==> src/rtl/ntm_fixed_pkg.sv <==
////////////////////////////////////////////////////////////////////////////
// NTM fixed-point vector types
// Word type, element result beat and FSM state encodings shared by the
// vector multiplier, the scalar multiplier and the dot accumulator
////////////////////////////////////////////////////////////////////////////

package ntm_fixed_pkg;

  ////////////////////////////////////////////////////////////////////////////
  // Word format
  ////////////////////////////////////////////////////////////////////////////

  // Widest word the datapath can carry
  // Modules work on the low DATA_SIZE bits and sign-extend the rest
  localparam int FX_WIDTH_MAX = 64;

  // Signed fixed-point word, Q(DATA_SIZE-FRAC_BITS).FRAC_BITS in low bits
  typedef logic signed [FX_WIDTH_MAX-1:0] fx_word_t;

  // One element result on its way to the accumulator and the outputs
  typedef struct packed {
    fx_word_t value;
    // Final element of the vector
    logic     last;
  } prod_beat_t;

  ////////////////////////////////////////////////////////////////////////////
  // FSM states
  ////////////////////////////////////////////////////////////////////////////

  // Vector sequencer
  typedef enum logic [1:0] {
    VEC_IDLE    = 2'd0,
    VEC_COLLECT = 2'd1,
    VEC_WAIT    = 2'd2
  } vec_state_e;

  // Scalar shift-add multiplier
  typedef enum logic [1:0] {
    MUL_IDLE  = 2'd0,
    MUL_SHIFT = 2'd1,
    MUL_DONE  = 2'd2
  } mul_state_e;

endpackage

==> src/rtl/ntm_vector_dot_top.sv <==
////////////////////////////////////////////////////////////////////////////
// NTM vector dot product block
// Element-wise fixed-point products streamed out per element, plus the
// dot product of the vector one cycle after READY
////////////////////////////////////////////////////////////////////////////

`timescale 1ns/1ps

module ntm_vector_dot_top
  import ntm_fixed_pkg::*;
#(
  parameter int DATA_SIZE    = 16,
  parameter int FRAC_BITS    = 8,
  parameter int CONTROL_SIZE = 4
) (
  input  logic                    CLK,
  input  logic                    RST,

  // Control
  input  logic                    START,
  input  logic [CONTROL_SIZE-1:0] SIZE_IN,
  output logic                    READY,

  // Operands
  input  fx_word_t                DATA_A_IN,
  input  logic                    DATA_A_IN_ENABLE,
  input  fx_word_t                DATA_B_IN,
  input  logic                    DATA_B_IN_ENABLE,

  // Element products
  output prod_beat_t              PROD_OUT,
  output logic                    PROD_ENABLE,

  // Dot product
  output fx_word_t                DOT_OUT,
  output logic                    DOT_ENABLE
);

  // Beat stream shared by the outputs and the accumulator
  prod_beat_t prod_beat;
  logic       prod_enable;

  assign PROD_OUT    = prod_beat;
  assign PROD_ENABLE = prod_enable;

  // Element sequencer and multiplier
  vector_fixed_multiplier #(
    .DATA_SIZE   (DATA_SIZE),
    .FRAC_BITS   (FRAC_BITS),
    .CONTROL_SIZE(CONTROL_SIZE)
  ) i_vec_mul (
    .CLK             (CLK),
    .RST             (RST),
    .START           (START),
    .SIZE_IN         (SIZE_IN),
    .READY           (READY),
    .DATA_A_IN       (DATA_A_IN),
    .DATA_A_IN_ENABLE(DATA_A_IN_ENABLE),
    .DATA_B_IN       (DATA_B_IN),
    .DATA_B_IN_ENABLE(DATA_B_IN_ENABLE),
    .prod_beat       (prod_beat),
    .prod_enable     (prod_enable)
  );

  // Dot sum over the same beats
  vector_dot_accumulator #(
    .DATA_SIZE(DATA_SIZE)
  ) i_dot_acc (
    .CLK        (CLK),
    .RST        (RST),
    .prod_beat  (prod_beat),
    .prod_enable(prod_enable),
    .DOT_OUT    (DOT_OUT),
    .DOT_ENABLE (DOT_ENABLE)
  );

endmodule

==> src/rtl/scalar_fixed_multiplier.sv <==
////////////////////////////////////////////////////////////////////////////
// Scalar fixed-point multiplier
// Sequential shift-add over DATA_SIZE cycles on operand magnitudes,
// truncates FRAC_BITS toward zero, restores the sign and wraps
// Result and ready arrive exactly DATA_SIZE+1 cycles after start
////////////////////////////////////////////////////////////////////////////

`timescale 1ns/1ps

module scalar_fixed_multiplier
  import ntm_fixed_pkg::*;
#(
  parameter int DATA_SIZE = 16,
  parameter int FRAC_BITS = 8
) (
  input  logic     CLK,
  input  logic     RST,
  input  logic     start,
  input  fx_word_t data_a,
  input  fx_word_t data_b,
  output logic     ready,
  output fx_word_t result
);

  // Counter wide enough to hold DATA_SIZE-1
  localparam int CNT_W = $clog2(DATA_SIZE + 1);

  // Word format sanity
  if (DATA_SIZE > FX_WIDTH_MAX || FRAC_BITS >= DATA_SIZE) begin : g_bad_format
    $error("scalar_fixed_multiplier: unsupported DATA_SIZE/FRAC_BITS");
  end

  mul_state_e state;
  logic [CNT_W-1:0] bit_cnt;

  // Operand view in the active word width
  logic [DATA_SIZE-1:0] a_word;
  logic [DATA_SIZE-1:0] b_word;
  logic [DATA_SIZE-1:0] mag_a;
  logic [DATA_SIZE-1:0] mag_b;

  // Shift-add datapath
  logic [2*DATA_SIZE-1:0] acc;
  logic [2*DATA_SIZE-1:0] mcand;
  logic [DATA_SIZE-1:0]   mplier;
  logic                   neg;

  // Output shaping
  logic [2*DATA_SIZE-1:0]      prod_shift;
  logic [DATA_SIZE-1:0]        mag_trunc;
  logic signed [DATA_SIZE-1:0] wrapped;

  assign a_word = data_a[DATA_SIZE-1:0];
  assign b_word = data_b[DATA_SIZE-1:0];

  // Magnitudes; most negative value maps to 2^(DATA_SIZE-1), still fits
  assign mag_a = a_word[DATA_SIZE-1] ? (~a_word + 1'b1) : a_word;
  assign mag_b = b_word[DATA_SIZE-1] ? (~b_word + 1'b1) : b_word;

  // Shifting the magnitude truncates toward zero
  assign prod_shift = acc >> FRAC_BITS;
  assign mag_trunc  = prod_shift[DATA_SIZE-1:0];
  assign wrapped    = neg ? (~mag_trunc + 1'b1) : mag_trunc;

  ////////////////////////////////////////////////////////////////////////////
  // Control
  ////////////////////////////////////////////////////////////////////////////

  always_ff @(posedge CLK or posedge RST) begin
    if (RST) begin
      state   <= MUL_IDLE;
      bit_cnt <= '0;
      ready   <= 1'b0;
      result  <= '0;
    end else begin
      // Single-cycle pulse
      ready <= 1'b0;
      case (state)
        MUL_IDLE: begin
          if (start) begin
            bit_cnt <= '0;
            state   <= MUL_SHIFT;
          end
        end
        MUL_SHIFT: begin
          // Bit 0 went in at start, one more multiplier bit per cycle
          bit_cnt <= bit_cnt + 1'b1;
          if (bit_cnt == CNT_W'(DATA_SIZE - 2)) begin
            state <= MUL_DONE;
          end
        end
        MUL_DONE: begin
          // Sign-extend the wrapped word into the full bus width
          result <= fx_word_t'(wrapped);
          ready  <= 1'b1;
          state  <= MUL_IDLE;
        end
        default: state <= MUL_IDLE;
      endcase
    end
  end

  ////////////////////////////////////////////////////////////////////////////
  // Datapath
  ////////////////////////////////////////////////////////////////////////////

  always_ff @(posedge CLK) begin
    if (state == MUL_IDLE && start) begin
      // Multiplier bit 0 handled in the start cycle
      acc    <= mag_b[0] ? (2*DATA_SIZE)'(mag_a) : '0;
      mcand  <= (2*DATA_SIZE)'(mag_a) << 1;
      mplier <= mag_b >> 1;
      // Negative when exactly one operand is negative
      neg    <= a_word[DATA_SIZE-1] ^ b_word[DATA_SIZE-1];
    end else if (state == MUL_SHIFT) begin
      if (mplier[0]) begin
        acc <= acc + mcand;
      end
      mcand  <= mcand << 1;
      mplier <= mplier >> 1;
    end
  end

  // Ready only after a full shift phase from an accepted start
  assert property (@(posedge CLK) disable iff (RST)
    ready |-> $past(start && state == MUL_IDLE, DATA_SIZE + 1))
    else $error("scalar_fixed_multiplier: ready off start timing");

endmodule

==> src/rtl/vector_dot_accumulator.sv <==
////////////////////////////////////////////////////////////////////////////
// Vector dot accumulator
// Wrapping DATA_SIZE-bit running sum of the product beats of a vector,
// presented on DOT_OUT one cycle after the last beat
////////////////////////////////////////////////////////////////////////////

`timescale 1ns/1ps

module vector_dot_accumulator
  import ntm_fixed_pkg::*;
#(
  parameter int DATA_SIZE = 16
) (
  input  logic       CLK,
  input  logic       RST,

  // Product beats
  input  prod_beat_t prod_beat,
  input  logic       prod_enable,

  // Dot result
  output fx_word_t   DOT_OUT,
  output logic       DOT_ENABLE
);

  // Running sum in the active word width
  logic signed [DATA_SIZE-1:0] sum;
  logic signed [DATA_SIZE-1:0] sum_next;

  // Next beat opens a new vector
  logic fresh;

  logic [DATA_SIZE-1:0] beat_word;

  assign beat_word = prod_beat.value[DATA_SIZE-1:0];

  // Restart from zero on the first beat, wrap on overflow
  assign sum_next = (fresh ? '0 : sum) + beat_word;

  ////////////////////////////////////////////////////////////////////////////
  // Accumulate
  ////////////////////////////////////////////////////////////////////////////

  always_ff @(posedge CLK or posedge RST) begin
    if (RST) begin
      sum        <= '0;
      fresh      <= 1'b1;
      DOT_OUT    <= '0;
      DOT_ENABLE <= 1'b0;
    end else begin
      DOT_ENABLE <= prod_enable && prod_beat.last;
      if (prod_enable) begin
        sum   <= sum_next;
        fresh <= prod_beat.last;
        if (prod_beat.last) begin
          // Sign-extend into the bus word
          DOT_OUT <= fx_word_t'(sum_next);
        end
      end
    end
  end

  // Only the low word is summed, the rest of the bus must be its sign
  assert property (@(posedge CLK) disable iff (RST)
    prod_enable |-> prod_beat.value == fx_word_t'($signed(beat_word)))
    else $error("vector_dot_accumulator: beat not sign-extended");

endmodule

==> src/rtl/vector_fixed_multiplier.sv <==
////////////////////////////////////////////////////////////////////////////
// Vector fixed-point multiplier
// Gathers the A and B operand of each element in any order, runs the
// scalar multiplier per element and emits one product beat per element
// READY pulses together with the beat of the final element
////////////////////////////////////////////////////////////////////////////

`timescale 1ns/1ps

module vector_fixed_multiplier
  import ntm_fixed_pkg::*;
#(
  parameter int DATA_SIZE    = 16,
  parameter int FRAC_BITS    = 8,
  parameter int CONTROL_SIZE = 4
) (
  input  logic                    CLK,
  input  logic                    RST,

  // Control
  input  logic                    START,
  input  logic [CONTROL_SIZE-1:0] SIZE_IN,
  output logic                    READY,

  // Operand strobes
  input  fx_word_t                DATA_A_IN,
  input  logic                    DATA_A_IN_ENABLE,
  input  fx_word_t                DATA_B_IN,
  input  logic                    DATA_B_IN_ENABLE,

  // Element results
  output prod_beat_t              prod_beat,
  output logic                    prod_enable
);

  vec_state_e state;

  // Element counter and latched vector length minus one
  logic [CONTROL_SIZE-1:0] index_loop;
  logic [CONTROL_SIZE-1:0] size_m1;

  // Operand held flags
  logic a_held;
  logic b_held;

  // Operand registers
  fx_word_t op_a;
  fx_word_t op_b;

  // Scalar multiplier handshake
  logic     mul_start;
  logic     mul_ready;
  fx_word_t mul_result;

  logic is_last;

  ////////////////////////////////////////////////////////////////////////////
  // Sequencer
  ////////////////////////////////////////////////////////////////////////////

  always_ff @(posedge CLK or posedge RST) begin
    if (RST) begin
      state      <= VEC_IDLE;
      index_loop <= '0;
      size_m1    <= '0;
      a_held     <= 1'b0;
      b_held     <= 1'b0;
      mul_start  <= 1'b0;
    end else begin
      case (state)
        VEC_IDLE: begin
          if (START) begin
            // Size zero runs as a single element
            size_m1    <= (SIZE_IN == '0) ? '0 : SIZE_IN - CONTROL_SIZE'(1);
            index_loop <= '0;
            a_held     <= 1'b0;
            b_held     <= 1'b0;
            state      <= VEC_COLLECT;
          end
        end
        VEC_COLLECT: begin
          if (DATA_A_IN_ENABLE) begin
            a_held <= 1'b1;
          end
          if (DATA_B_IN_ENABLE) begin
            b_held <= 1'b1;
          end
          // Both operands held, kick the scalar unit next cycle
          if (a_held && b_held) begin
            mul_start <= 1'b1;
            state     <= VEC_WAIT;
          end
        end
        VEC_WAIT: begin
          mul_start <= 1'b0;
          a_held    <= 1'b0;
          b_held    <= 1'b0;
          if (mul_ready) begin
            if (index_loop == size_m1) begin
              state <= VEC_IDLE;
            end else begin
              index_loop <= index_loop + CONTROL_SIZE'(1);
              state      <= VEC_COLLECT;
            end
          end
        end
        default: state <= VEC_IDLE;
      endcase
    end
  end

  // First strobe of each operand wins until the element is launched
  always_ff @(posedge CLK) begin
    if (state == VEC_COLLECT && DATA_A_IN_ENABLE && !a_held) begin
      op_a <= DATA_A_IN;
    end
    if (state == VEC_COLLECT && DATA_B_IN_ENABLE && !b_held) begin
      op_b <= DATA_B_IN;
    end
  end

  ////////////////////////////////////////////////////////////////////////////
  // Beat output
  ////////////////////////////////////////////////////////////////////////////

  // Beat leaves in the same cycle as the scalar result
  assign prod_enable     = (state == VEC_WAIT) && mul_ready;
  assign is_last         = prod_enable && (index_loop == size_m1);
  assign prod_beat.value = mul_result;
  assign prod_beat.last  = is_last;
  assign READY           = is_last;

  scalar_fixed_multiplier #(
    .DATA_SIZE(DATA_SIZE),
    .FRAC_BITS(FRAC_BITS)
  ) i_scalar_mul (
    .CLK   (CLK),
    .RST   (RST),
    .start (mul_start),
    .data_a(op_a),
    .data_b(op_b),
    .ready (mul_ready),
    .result(mul_result)
  );

  // Every beat belongs to a multiply launched DATA_SIZE+1 cycles before
  assert property (@(posedge CLK) disable iff (RST)
    prod_enable |-> $past(mul_start, DATA_SIZE + 1))
    else $error("vector_fixed_multiplier: beat off multiplier timing");

endmodule

==> config.mk <==
export PLATFORM = sky130hd
export DESIGN_NAME = ntm_vector_dot_top
export DESIGN_NICKNAME = d
export VERILOG_FILES = /design/src/rtl/ntm_fixed_pkg.sv /design/src/rtl/ntm_vector_dot_top.sv /design/src/rtl/scalar_fixed_multiplier.sv /design/src/rtl/vector_dot_accumulator.sv /design/src/rtl/vector_fixed_multiplier.sv
export SDC_FILE = /design/constraint.sdc
export NUM_CORES = 1
export LEC_CHECK = 0
export ABC_AREA = 1
export BUFFER_PORTS_ARGS = -buffer_cell sky130_fd_sc_hd__buf_4
export CAP_MARGIN = 10
export CORE_MARGIN = 4
export CORE_UTILIZATION = 55
export CTS_CLUSTER_SIZE = 30
export DETAILED_ROUTE_END_ITERATION = 7
export PLACE_DENSITY = 0.93
export RECOVER_POWER = 25
export SYNTH_ARGS = -nofsm -noshare
export SYNTH_HDL_FRONTEND = slang
export SYNTH_SLANG_ARGS = --single-unit
==> constraint.sdc <==
create_clock -name CLK -period 3.4 [get_ports CLK]
set_input_delay 0.34 -clock CLK [delete_from_list [all_inputs] [get_ports CLK]]
set_output_delay 0.34 -clock CLK [all_outputs]
set_load 0.05 [all_outputs]
# Word level (Yosys, flattened, before mapping)

Index checks and enable logic that the tools add are counted.

Bits in registers: 182
Bits in latches: 0
Memory bits (writable): 0
Bits in read-only memories: 0
Bits of input ports: 137
Output and inout bits: 132
Logic and storage cells: 112
Memories kept: 0

$add $sub $neg: 8
$mul: 0
Div/mod/pow operators: 0
Order comparisons: 0
Eq/ne operators: 14
Shift operators: 0
Multiplexer cells: 35
Bitwise operators: 4
Reductions and logical operators: 30

Operator list:

| kind                                                            | count |
|---|---|
| 32-bit two-way mux                                              | 3 |
| 16-bit two-way mux                                              | 5 |
| 16-bit by 1-bit adder with 16-bit output, second input constant | 3 |
| 16-bit NOT                                                      | 3 |
| 17-bit two-way mux                                              | 2 |
| 32-bit adder                                                    | 1 |
| 15-bit two-way mux                                              | 2 |
| 16-bit adder                                                    | 1 |
| 4-bit two-way mux                                               | 4 |
| 2-bit != test, second input constant                            | 6 |
| 2-bit AND reduction                                             | 6 |
| 2-bit two-way mux                                               | 5 |
| 5-bit case mux with 2 select lines                              | 1 |
| 2-bit nonzero test                                              | 5 |
| 1-bit logical AND                                               | 9 |
| 3-bit AND reduction                                             | 3 |
| 4-bit case mux with 2 select lines                              | 1 |
| 1-bit two-way mux                                               | 6 |
| 1-bit case mux with 3 select lines                              | 2 |
| 2-bit case mux with 3 select lines                              | 1 |
| 5-bit by 1-bit adder with 5-bit output, second input constant   | 1 |
| 5-bit by 4-bit == test with 1-bit output, second input constant | 1 |
| 5-bit two-way mux                                               | 1 |
| 4-bit by 1-bit adder with 4-bit output, second input constant   | 1 |
| other kinds (13)                                                | 18 |

# Logic depth before layout (Yosys ltp)

Gate-level depths: netlist (run 1).

Word-level depth: 5
Gate-level depth with buffers: 15
Mapped depth without buffers: 14

# Hierarchy

A second synthesis (run 1) with hierarchy kept.

Cell total of the unflattened synthesis: 1566
Area total of the unflattened synthesis: 13833.3 um2

Modules (own cells, without submodules):

| module                  | times used | cells each | area each (um2) |
|---|---|---|---|
| scalar_fixed_multiplier | 1          | 947        | 6542.5 |
| vector_fixed_multiplier | 1          | 234        | 4600.7 |
| vector_dot_accumulator  | 1          | 385        | 2690.1 |

# Least setup slack after synthesis (run 1)

Ideal clock, no wire load.

Kind: flip-flop to flip-flop
Start point: register i_dot_acc.fresh
End point: register i_dot_acc.sum[14]
Library setup time: 0.118 ns
Arrival: 2.251 ns
Setup slack: 1.031 ns
Stages on the path, launching flop included: 14
Buffers on the path: 2
Cells stage by stage: dfstp_2 -> clkbuf_1 -> clkbuf_1 -> nor2_1 -> ha_1 -> fa_1 -> nand3_1 -> nand2_1 -> nand2_1 -> nand2_1 -> nand2_1 -> nand3_1 -> nand3_1 -> nand2_1

Word-level cells in the longest chain between the ends: 2

Ends and longest elaborated chain:

| item                     | RTL line                     | source |
|---|---|---|
| start: declaration       | vector_dot_accumulator.sv:31 | `logic fresh;` |
| start signal: assignment | vector_dot_accumulator.sv:54 | `fresh <= prod_beat.last;` |
| 16-bit two-way mux       | vector_dot_accumulator.sv:38 | `assign sum_next = (fresh ? '0 : sum) + beat_word;` |
| 16-bit adder             | vector_dot_accumulator.sv:38 |  |
| end signal: assignment   | vector_dot_accumulator.sv:53 | `sum <= sum_next;` |
| end: declaration         | vector_dot_accumulator.sv:27 | `logic signed [DATA_SIZE-1:0] sum;` |

Every way passes these cells.
A chain may end at the register's enable or synchronous reset.

# Final worst setup path (run 1)

Start point: register i_vec_mul.state[0]
End point: output READY

Word-level cells in the longest chain between the ends: 3

Ends and longest elaborated chain:

| item                     | RTL line                       | source |
|---|---|---|
| start: declaration       | vector_fixed_multiplier.sv:36  | `vec_state_e state;` |
| start signal: assignment | vector_fixed_multiplier.sv:63  | `state <= VEC_IDLE;` |
| start signal: assignment | vector_fixed_multiplier.sv:78  | `state <= VEC_COLLECT;` |
| start signal: assignment | vector_fixed_multiplier.sv:91  | `state <= VEC_WAIT;` |
| 2-bit == test            | vector_fixed_multiplier.sv:127 | `assign prod_enable = (state == VEC_WAIT) && mul_ready;` |
| 1-bit logical AND        | vector_fixed_multiplier.sv:127 |  |
| 1-bit logical AND        | vector_fixed_multiplier.sv:128 | `assign is_last = prod_enable && (index_loop == size_m1);` |
| end: declaration         | ntm_vector_dot_top.sv:22       | `output logic READY,` |

Every way passes these cells.

==> run_results.csv, run 1 <==
group,metric,value,unit
status,status,"finished with violations",
status,failed_checks,"max-capacitance violations, max-slew violations",
global_routing,global_route_wire_length_before_repair,41.18,mm
route,detailroute.wirelength.met2,12.17,mm
logic_synthesis,postSynth.asyncResetShare,43.03,%
worst_setup_path,timing.critical_path.buf_inv,5,
route,drc_errors,0,
timing,final_max_slew_viol_count,39,
global_routing,via_count_of_the_first_global_routing_pass,8836,
placed_design,placement.setup.worst_slack,1.087,ns
logic_synthesis,cell_type_with_the_largest_total_area_after_synthesis,"sky130_fd_sc_hd__edfxtp_1",
timing,final.min_clock_period,2.647,ns
power,net-switching-power,5.408,mW
global_routing,globalRoute.totalOverflow,0,
power,static-leakage-power,6.487,nW
final_layout,p_r_area_growth_vs_syn,12.95,%
timing,setup-violations-final,0,
clocking,tritoncts_clock_tree,"built",
timing,maxSlewHeadroom,-0.7942,%
clocking,post-cts-setup-buffers,0,
timing,number_of_endpoints_with_negative_hold_slack_in_the_final_report,0,
clocking,clk_pin_slew,0.07,ns
placed_design,numPlacedInstances,1726,
worst_setup_path,worstSetupPathType,"flop to output port",
logic_synthesis,largest_cells_by_area_after_synthesis,"sky130_fd_sc_hd__edfxtp_1 24%, sky130_fd_sc_hd__dfrtp_1 16%, sky130_fd_sc_hd__nand2_1 16%",
logic_synthesis,number_of_synthesized_register_bits,165,
clocking,cts_buffer_depth,2,
worst_setup_path,cp_top_family,"buffers and inverters",
logic_synthesis,postSynthCellCount,1409,
floorplan,placeableCoreArea,18960,sq um
worst_setup_path,crit_path_end_kind,"output port",
route,detail_route.first_pass.iterations,5,
power,intPower,6.113,mW
route,vias,9151,
timing,fin_setup_tns,0,ns
route,postRouteWirelength,24.40,mm
floorplan,top_level_ports,269,
timing,setup_repair_after_global_routing_missed_its_margin,"no",
global_routing,grt_max_degree,51,
worst_setup_path,worst-path-max-fanout,29,
logic_synthesis,synth.top_cell.area_share,24.31,%
placed_design,dpl-instance-area,11540,sq um
timing,period_share,77.84,%
clocking,hold_buf_cts,0,
route,drt_iter0_drc,703,
logic_synthesis,seq_area_frac_synth,42.16,%
floorplan,die-area,21840,sq um
final_layout,layout.filler_cells,1567,
route,top_layer_used,"met4",
worst_setup_path,critical_path.startpoint_type,"flop",
worst_hold_path,worst_hold_path_type,"input pin to flop",
final_layout,post_layout_nonfiller_instances,1758,
route,met3WireLength,1.883,mm
logic_synthesis,synth.cell_area,10750,sq um
floorplan,initial_core_util,56.69,%
timing,timing.fmax,377.8,MHz
clocking,clock_root_buffer_master,"sky130_fd_sc_hd__clkbuf_16",
global_routing,number_of_antenna_violations_at_the_first_check_in_global_routing,0,
route,post_drt_wl_per_cell,13.88,um
route,vias_per_cell,5.205,
logic_synthesis,synthesis.nets,1591,
clocking,cts.sinks,165,
power,share_seq_of_total_power,31.3,%
worst_setup_path,crit_slowest_cell,"sky130_fd_sc_hd__dfrtp_1",
power,power.share.combinational,51.5,%
logic_synthesis,synth_ff_type,"sky130_fd_sc_hd__edfxtp_1",
worst_setup_path,required,3.06,ns
worst_setup_path,worstPathArrival,2.31,ns
power,power.switching_fraction,46.94,%
floorplan,placementRows,50,
clocking,clk_latency,0.44,ns
logic_synthesis,synth.most_common_cell,"sky130_fd_sc_hd__nand2_1",
power,ir_drop,615.6,uV
timing,tightest_slew,1.510,ns
power,pwr-share-clk,17.2,%
global_routing,gr-usage-all-layers,22.86,%
clocking,cts_inserted_buffers,17,
logic_synthesis,number_of_flops_mapped_to_enable_cells_by_yosys,87,
logic_synthesis,syn_avg_cell_area,7.626,sq um
route,routedLengthMet1,10.01,mm
placed_design,gp_congestion,0.9181,
worst_setup_path,worst_path_largest_cell_delay,0.42,ns
final_layout,fin_area,12140,sq um
job,max_cap_viol_count,1,
logic_synthesis,yosys_warnings,0,
logic_synthesis,top_cells_by_instance_count_after_synthesis,"466 x sky130_fd_sc_hd__nand2_1, 184 x sky130_fd_sc_hd__inv_1, 100 x sky130_fd_sc_hd__buf_4, 100 x sky130_fd_sc_hd__nand3_1, 100 x sky130_fd_sc_hd__nor2_1",
placed_design,detailed_place_hpwl,18.01,mm
final_layout,final_layout_size_suffix_gt1_share,15.62,%
floorplan,dieHeight,147.8,um
final_layout,n_antenna_cell,0,
floorplan,die_width,147.8,um
route,ant_nets,0,
clocking,h-tree-depth,4,
power,totalPowerFinal,11.52,mW
worst_setup_path,crit_path_cell_trace,"inv_1, nand2_4, inv_4, nand2_4, inv_4, nand3_4, inv_6, buf_4",
clocking,ctsResizeCount,0,
final_layout,nets,1667,
logic_synthesis,count_of_cell_types_in_the_netlist,44,
timing,skew,0.009174,ns
placed_design,numPortBuffers,172,
timing,finalWorstSetupSlack,0.7534,ns
power,power_density,949.3,nW/um^2
path summary, 6_finish.rpt:
kind | from | to | slack [ns] | cells past startpoint
setup / recovery | i_vec_mul.state[0] | READY | 0.75 | 8
hold / removal | DATA_B_IN[15] | i_vec_mul.op_b[15] | 0.1 | 1
setup reg to reg | i_dot_acc.fresh | i_dot_acc.DOT_OUT[14] | 1.07 | 11
hold reg to reg | i_vec_mul.i_scalar_mul.bit_cnt[4] | i_vec_mul.i_scalar_mul.bit_cnt[4] | 0.48 | 1
max in group asynchronous | RST | i_dot_acc.fresh | 2.12 | 3
min in group asynchronous | RST | i_dot_acc.sum[1] | 0.36 | 2
placed cells by master, fill, tap and decap left out, drive strengths merged:
cell	count
buf	147
clkinv	5
inv	196
nand4	15
o21ai	70
o211ai	3
fa	2
a31oi	3
nor2	106
xnor2	7
edfxtp	87
o21bai	3
a32o	1
ha	43
dfxtp	7
bufinv	3
o31ai	1
mux2i	1
nand3b	11
clkinvlp	3
nand3	101
nor3	10
o22ai	11
dfstp	1
a21oi	36
dfrtp	70
clkbuf	51
or2	4
nand2	469
and2	4
xor2	27
state kept, by name, indices dropped and copies added, names as in the netlist, 5 cells and up:
signal / flops
i_dot_acc.DOT_OUT: 16
i_dot_acc.sum: 16
i_vec_mul.i_scalar_mul.acc: 23
i_vec_mul.i_scalar_mul.bit_cnt: 5
i_vec_mul.i_scalar_mul.mcand: 23
i_vec_mul.i_scalar_mul.mplier: 15
i_vec_mul.i_scalar_mul.result: 16
i_vec_mul.op_a: 16
i_vec_mul.op_b: 16
power by group through the flow:
stage,Clock (mW),Combinational [mW],Sequential (mW)
2_1_floorplan,0,4.54,3.70
3_3_place_gp,0,5.65,3.59
3_5_place_dp,0,5.84,3.63
4_1_cts,2.01,5.92,3.60
5_1_grt,2.10,6.62,3.68
6_report,1.99,5.93,3.60
cells by family (layout without fill, tap and decap cells):
family / count (synthesis) / in the layout / synth area share, %
mux: 1 / 1 / 0.09316
xor+xnor: 34 / 34 / 2.771
fa+ha+maj: 45 / 45 / 5.380
compound gates: 128 / 128 / 6.369
buf+inv: 316 / 405 / 15.11
flops: 165 / 165 / 42.16
simple gates: 720 / 720 / 28.11
routing by layer:
metal | global-route usage (%) | vias up
met5 | 0 | -
met4 | 5.685 | 0
met3 | 5.212 | 35
met2 | 40.54 | 372
met1 | 28.32 | 4195
li1 | - | 4549
per-stage QoR:
stage	utilization, %	hold WS, ns
after floorplan	-	0.4389
after global placement	60.90	0.4620
after detailed placement	60.90	0.4689
after CTS	64.09	0.06341
after global routing	64.03	0.07279
final	64.03	0.09766
layout make-up:
cell class                 instances  area, sq um  area share, %
tap                              260        325.3          2.680
sequential                       165         4531          37.33
clock inverter                    14        175.2          1.443
timing repair buffer             180         1364          11.24
inverter                         193        734.5          6.052
multi-input combinational        928         4578          37.72
clock buffer                      18        429.2          3.536
(Power assumes the default switching activity.)
==> run 2: changes to the inputs <==
Settings changed: ABC_AREA 1 to 0, CORE_UTILIZATION 55 to 48, PLACE_DENSITY 0.93 to 0.88.
Clock period 3.4 ns to 2.3 ns, I/O delays scaled along.
==> run_results.csv, run 2 <==
group,metric,value,unit
status,status,"finished with violations",
status,failed_checks,"negative setup slack",
power,totalPowerFinal,17.35,mW
timing,setup-violations-final,31,
global_routing,global_route_wire_length_before_repair,37.89,mm
logic_synthesis,synthesis.nets,1147,
floorplan,die-area,22410,sq um
route,detail_route.first_pass.iterations,5,
timing,final_max_slew_viol_count,0,
timing,skew,0.008572,ns
global_routing,number_of_antenna_violations_at_the_first_check_in_global_routing,0,
placed_design,numPortBuffers,172,
worst_setup_path,worstPathArrival,2.97,ns
global_routing,met1_usage,24.91,%
route,post_drt_wl_per_cell,17.04,um
clocking,h-tree-depth,4,
global_routing,grt_max_degree,51,
route,drc_errors,0,
global_routing,groute.layer.met3.usage,4.694,%
worst_setup_path,critical_path_start,"i_dot_acc.fresh",
global_routing,gr-usage-all-layers,21.28,%
timing,timing.fmax,379.0,MHz
power,net-switching-power,7.469,mW
route,ant_nets,0,
placed_design,numPlacedInstances,1390,
power,share_seq_of_total_power,29.7,%
clocking,clock_root_buffer_master,"sky130_fd_sc_hd__clkbuf_16",
final_layout,post_layout_nonfiller_instances,1479,
clocking,clk_latency,0.44,ns
final_layout,reg_top3,"i_vec_mul.i_scalar_mul.acc: 23 flops, i_vec_mul.i_scalar_mul.mcand: 23 flops",
worst_setup_path,critical_path.startpoint_type,"flop",
timing,tightest_slew,1.199,ns
floorplan,die_width,149.7,um
route,postRouteWirelength,25.21,mm
floorplan,top_level_ports,269,
logic_synthesis,top_cells_by_instance_count_after_synthesis,"123 x sky130_fd_sc_hd__nand2_1, 111 x sky130_fd_sc_hd__o21ai_0, 97 x sky130_fd_sc_hd__buf_4, 87 x sky130_fd_sc_hd__edfxtp_1, 70 x sky130_fd_sc_hd__dfrtp_1",
power,power.share.combinational,53.9,%
global_routing,met2_usage,38.76,%
power,intPower,9.886,mW
route,vias_per_cell,5.421,
worst_setup_path,worstSetupPathType,"flop to flop",
power,power.switching_fraction,43.04,%
logic_synthesis,synth_ff_type,"sky130_fd_sc_hd__edfxtp_1",
worst_hold_path,worst_hold_path_type,"input pin to flop",
final_layout,layout.filler_cells,1345,
worst_setup_path,crit_path_end_kind,"flop",
logic_synthesis,synth.cell_area,9638,sq um
floorplan,placeableCoreArea,19590,sq um
power,power_density,1328,nW/um^2
floorplan,placementRows,51,
logic_synthesis,count_of_cell_types_in_the_netlist,64,
job,max_cap_viol_count,0,
worst_setup_path,worst-path-max-fanout,5,
clocking,cts_inserted_buffers,17,
final_layout,nets,1383,
clocking,tritoncts_clock_tree,"built",
logic_synthesis,syn_avg_cell_area,9.988,sq um
worst_setup_path,r2r_start,"i_dot_acc.fresh",
floorplan,initial_core_util,49.20,%
clocking,clk_pin_slew,0.07,ns
placed_design,gp_congestion,0.9019,
power,pwr-share-clk,16.3,%
logic_synthesis,synth.most_common_cell,"sky130_fd_sc_hd__nand2_1",
timing,finalWorstSetupSlack,-0.3387,ns
logic_synthesis,cell_type_with_the_largest_total_area_after_synthesis,"sky130_fd_sc_hd__edfxtp_1",
final_layout,n_antenna_cell,0,
logic_synthesis,number_of_synthesized_register_bits,165,
logic_synthesis,number_of_flops_mapped_to_enable_cells_by_yosys,87,
power,static-leakage-power,5.915,nW
global_routing,busiest_layer,"met2",
timing,final.min_clock_period,2.639,ns
logic_synthesis,synth.top_cell.area_share,27.11,%
final_layout,commonest_cells_after_routing_fill_and_taps_aside,"261 x sky130_fd_sc_hd__buf_4, 120 x sky130_fd_sc_hd__nand2_1, 87 x sky130_fd_sc_hd__edfxtp_1",
clocking,cts_buffer_depth,2,
power,ir_drop,927.0,uV
global_routing,globalRoute.totalOverflow,0,
placed_design,detailed_place_hpwl,16.56,mm
logic_synthesis,largest_cells_by_area_after_synthesis,"sky130_fd_sc_hd__edfxtp_1 27%, sky130_fd_sc_hd__dfrtp_1 18%, sky130_fd_sc_hd__buf_4 7.6%",
timing,setup_repair_after_global_routing_missed_its_margin,"yes",
route,drt_iter0_drc,478,
worst_setup_path,required,2.63,ns
final_layout,layout.cells.most_common,"sky130_fd_sc_hd__buf_4",
logic_synthesis,postSynthCellCount,965,
floorplan,dieHeight,149.7,um
final_layout,final_layout_size_suffix_gt1_share,36.99,%
route,vias,8017,
timing,number_of_endpoints_with_negative_hold_slack_in_the_final_report,0,
logic_synthesis,seq_area_frac_synth,47.01,%
logic_synthesis,yosys_warnings,0,
clocking,cts.sinks,165,
final_layout,p_r_area_growth_vs_syn,35.58,%
worst_hold_path,hp-start,"START",
logic_synthesis,postSynth.asyncResetShare,43.03,%
timing,period_share,114.7,%
global_routing,via_count_of_the_first_global_routing_pass,7686,
timing,maxSlewHeadroom,20.07,%
-- run 2: cell types whose count changed in the layout (fill, tap and decap cells not counted), moves of 21 or more --
cell and change:
sky130_fd_sc_hd__buf_4 +115, sky130_fd_sc_hd__nand2_1 -346, sky130_fd_sc_hd__xor2_1 +21, sky130_fd_sc_hd__inv_1 -161, sky130_fd_sc_hd__dlygate4sd3_1 +33, sky130_fd_sc_hd__nor2_1 -73
sky130_fd_sc_hd__nand3_1 -93, sky130_fd_sc_hd__o21ai_0 +26
-- run 2: kinds of logic after synthesis --
family          after synthesis  share of synthesized area [%]
compound gates              260                          16.57
xor+xnor                     78                          7.088
fa+ha+maj                    45                          5.998
buf+inv                     156                          9.853
flops                       165                          47.01
mux                           8                         0.8698
simple gates                253                          12.62
-- run 2: final cells by class --
cell class	count	area, sq um	area share (%)
clock buffer	17	425.4	3.255
clock inverter	15	157.7	1.206
inverter	27	105.1	0.8043
multi-input combinational	644	4781	36.59
sequential	165	4536	34.71
tap	265	331.6	2.537
timing repair buffer	346	2731	20.90
-- run 2: final timing paths --
| kind | slack [ns] | depth (start not counted) | to |
|---|---|---|---|
| min reg2reg | 0.48 | 2 | i_dot_acc.DOT_OUT[0] |
| min in group asynchronous | 0.34 | 3 | i_vec_mul.size_m1[1] |
| max in group asynchronous | 0.43 | 4 | i_vec_mul.i_scalar_mul.result[3] |
| max reg2reg | -0.34 | 10 | i_dot_acc.DOT_OUT[15] |
| min | 0.07 | 4 | i_vec_mul.a_held |
| max | -0.34 | 10 | i_dot_acc.DOT_OUT[15] |
-- run 2: metrics by stage --
stage	cell area, sq um	utilization [%]	TNS, ns	worst slack [ns]	hold slack (ns)
final	13070	66.71	-4.274	-0.3387	0.06892
after global routing	13070	66.71	-7.376	-0.3847	0.09750
after CTS	12710	64.88	-3.852	-0.2374	0.06419
after detailed placement	11460	58.52	-6.061	-0.3670	0.1911
after global placement	11460	58.52	-4.686	-0.3345	0.1849
after floorplan	9807	-	-21.06	-0.5944	0.3289
-- run 2: power by group through the flow --
stage                     clock network (mW)  logic (mW)  registers [mW]
after detailed placement                   0        8.30            5.14
after floorplan                            0        5.56            5.31
after global routing                    3.00        10.1            5.25
final                                   2.83        9.36            5.16
after CTS                               2.85        8.77            5.11
after global placement                     0        8.04            5.08
-- run 2: timing repair --
action	4_1_cts	5_1_grt
setup buffers	18	11
resized for setup	50	65
endpoints found under the hold margin	41	0
endpoints found under the setup margin	35	44
hold buffers	33	0
pin swaps	49	54
-- run 2: metal layers --
metal / wire (um) / vias up
met3: 1651 / 64
met5: 0 / -
met2: 13230 / 320
met1: 9691 / 3812
met4: 633 / 0
li1: - / 3821
-- run 2: critical path, stage by stage (launching register included) --
cell and delay, ns:
sky130_fd_sc_hd__dfstp_2 0.58, sky130_fd_sc_hd__buf_12 0.13, sky130_fd_sc_hd__buf_4 0.11, sky130_fd_sc_hd__nor2b_1 0.04, sky130_fd_sc_hd__ha_1 0.29, sky130_fd_sc_hd__a21o_1 0.22
sky130_fd_sc_hd__a21oi_2 0.14, sky130_fd_sc_hd__a21bo_2 0.26, sky130_fd_sc_hd__mux2i_2 0.15, sky130_fd_sc_hd__or3_1 0.38, sky130_fd_sc_hd__a31o_2 0.21
==> run 3: changes to the inputs <==
Settings changed: CORE_MARGIN 4 to default, CORE_UTILIZATION 48 to 35, PLACE_DENSITY 0.88 to 0.7.
==> run_results.csv, run 3 (synthesized netlist as in run 2, its figures left out) <==
group,metric,value,unit
route,ant_nets,0,
timing,maxSlewHeadroom,-6.034,%
worst_setup_path,critical_path.startpoint_type,"flop",
floorplan,die-area,28210,sq um
timing,skew,0.009271,ns
final_layout,n_antenna_cell,0,
power,static-leakage-power,5.921,nW
timing,finalWorstSetupSlack,-0.3692,ns
power,totalPowerFinal,17.34,mW
clocking,cts_inserted_buffers,17,
clocking,clk_latency,0.43,ns
floorplan,placeableCoreArea,26950,sq um
worst_setup_path,worst-path-max-fanout,6,
placed_design,detailed_place_hpwl,16.00,mm
final_layout,final_layout_size_suffix_gt1_share,36.74,%
floorplan,placementRows,60,
clocking,clock_root_buffer_master,"sky130_fd_sc_hd__clkbuf_16",
status,status,"finished with violations",
placed_design,placement.setup.worst_slack,-0.2907,ns
worst_setup_path,worstPathArrival,2.99,ns
clocking,cts.sinks,165,
final_layout,post_layout_nonfiller_instances,1555,
floorplan,top_level_ports,269,
status,failed_checks,"max-capacitance violations, max-slew violations, negative setup slack",
global_routing,globalRoute.totalOverflow,0,
route,drc_errors,0,
worst_setup_path,critical_path_start,"i_dot_acc.fresh",
final_layout,nets,1383,
timing,setup_repair_after_global_routing_missed_its_margin,"yes",
final_layout,reg_top3,"i_vec_mul.i_scalar_mul.acc: 23 flops, i_vec_mul.i_scalar_mul.mcand: 23 flops",
global_routing,gr-usage-all-layers,16.27,%
floorplan,initial_core_util,35.76,%
floorplan,dieHeight,167.9,um
final_layout,p_r_area_growth_vs_syn,36.35,%
global_routing,grt_max_degree,72,
timing,timing.fmax,374.6,MHz
timing,setup-violations-final,34,
route,vias_per_cell,4.946,
worst_setup_path,crit_path_end_kind,"flop",
final_layout,layout.cells.most_common,"sky130_fd_sc_hd__buf_4",
clocking,clk_pin_slew,0.07,ns
placed_design,numPortBuffers,172,
clocking,tritoncts_clock_tree,"built",
worst_setup_path,rrSetupSlack,-0.37,ns
power,power_density,1319,nW/um^2
worst_setup_path,r2r_start,"i_dot_acc.fresh",
timing,final.min_clock_period,2.669,ns
timing,number_of_endpoints_with_negative_hold_slack_in_the_final_report,0,
timing,tightest_slew,1.591,ns
global_routing,via_count_of_the_first_global_routing_pass,7472,
placed_design,gp_congestion,0.9259,
worst_hold_path,worst_hold_path_type,"input pin to flop",
power,ir_drop,591.9,uV
worst_setup_path,required,2.62,ns
clocking,cts_buffer_depth,2,
timing,final_max_slew_viol_count,72,
final_layout,commonest_cells_after_routing_fill_and_taps_aside,"271 x sky130_fd_sc_hd__buf_4, 121 x sky130_fd_sc_hd__nand2_1, 87 x sky130_fd_sc_hd__edfxtp_1",
route,postRouteWirelength,23.04,mm
global_routing,number_of_antenna_violations_at_the_first_check_in_global_routing,0,
route,detail_route.first_pass.iterations,5,
placed_design,numPlacedInstances,1465,
worst_setup_path,worstSetupPathType,"flop to flop",
floorplan,die_width,167.9,um
job,max_cap_viol_count,1,
global_routing,global_route_wire_length_before_repair,36.80,mm
route,post_drt_wl_per_cell,14.82,um
worst_hold_path,hp-start,"START",
clocking,h-tree-depth,4,
route,drt_iter0_drc,449,
route,vias,7691,
timing,period_share,116.1,%
-- run 3: through the flow --
| step | util, % | hold WS, ns | setup TNS, ns | area, sq um |
|---|---|---|---|---|
| 3_5_place_dp | 42.92 | 0.3510 | -4.991 | 11570 |
| 5_1_grt | 48.76 | 0.1067 | -11.61 | 13140 |
| 2_1_floorplan | - | 0.3289 | -21.06 | 9807 |
| 4_1_cts | 47.36 | 0.06631 | -4.834 | 12760 |
| 3_3_place_gp | 42.92 | 0.3481 | -4.185 | 11570 |
| 6_report | 48.76 | 0.08368 | -6.252 | 13140 |
-- run 3: worst paths after layout --
check	to	cells after the start
worst max-delay path	i_dot_acc.DOT_OUT[15]	11
worst min-delay path	i_vec_mul.b_held	4
worst max register to register	i_dot_acc.DOT_OUT[15]	11
worst min register to register	i_dot_acc.DOT_OUT[1]	2
max in group asynchronous	i_vec_mul.i_scalar_mul.result[0]	4
min in group asynchronous	i_dot_acc.DOT_ENABLE	4
-- run 3: critical path, stage by stage (launching register included) --
cell and delay, ns:
sky130_fd_sc_hd__dfstp_2 0.61, sky130_fd_sc_hd__buf_6 0.13, sky130_fd_sc_hd__clkbuf_16 0.13, sky130_fd_sc_hd__buf_4 0.12
sky130_fd_sc_hd__nor2b_1 0.04, sky130_fd_sc_hd__ha_1 0.21, sky130_fd_sc_hd__a21o_1 0.20, sky130_fd_sc_hd__a21oi_2 0.14
sky130_fd_sc_hd__a21bo_4 0.25, sky130_fd_sc_hd__mux2i_2 0.15, sky130_fd_sc_hd__or3_1 0.37, sky130_fd_sc_hd__a31o_2 0.20
-- run 3: power breakdown --
group	switching (mW)	internal [mW]
Combinational	5.25	3.99
Clock	1.38	1.57
Sequential	0.716	4.42
Total	7.35	9.99
-- run 3: final cells by class --
class | count | area [sq um]
clock buffers | 17 | 425.4
clock inverters | 15 | 181.4
fillers | 2363 | 13810
inverters | 27 | 105.1
multi-input cells | 644 | 4738
flip-flops and latches | 165 | 4534
well taps | 341 | 426.7
repair buffers | 346 | 2730
-- run 3: repair_timing --
item,in CTS,in global routing
gates resized for setup,45,52
pin swaps,41,57
cloned,0,1
setup endpoints to repair,38,44
hold buffers,33,0
endpoints found under the hold margin,102,0
buffers inserted,9,16
-- run 3: routing by layer --
layer,wire length [um],GRT usage [%],vias to the layer above
li1,-,-,3820
met1,10080,20.11,3619
met2,11400,28.44,218
met3,1096,2.891,34
met4,460,5.664,0
met5,0,0,-
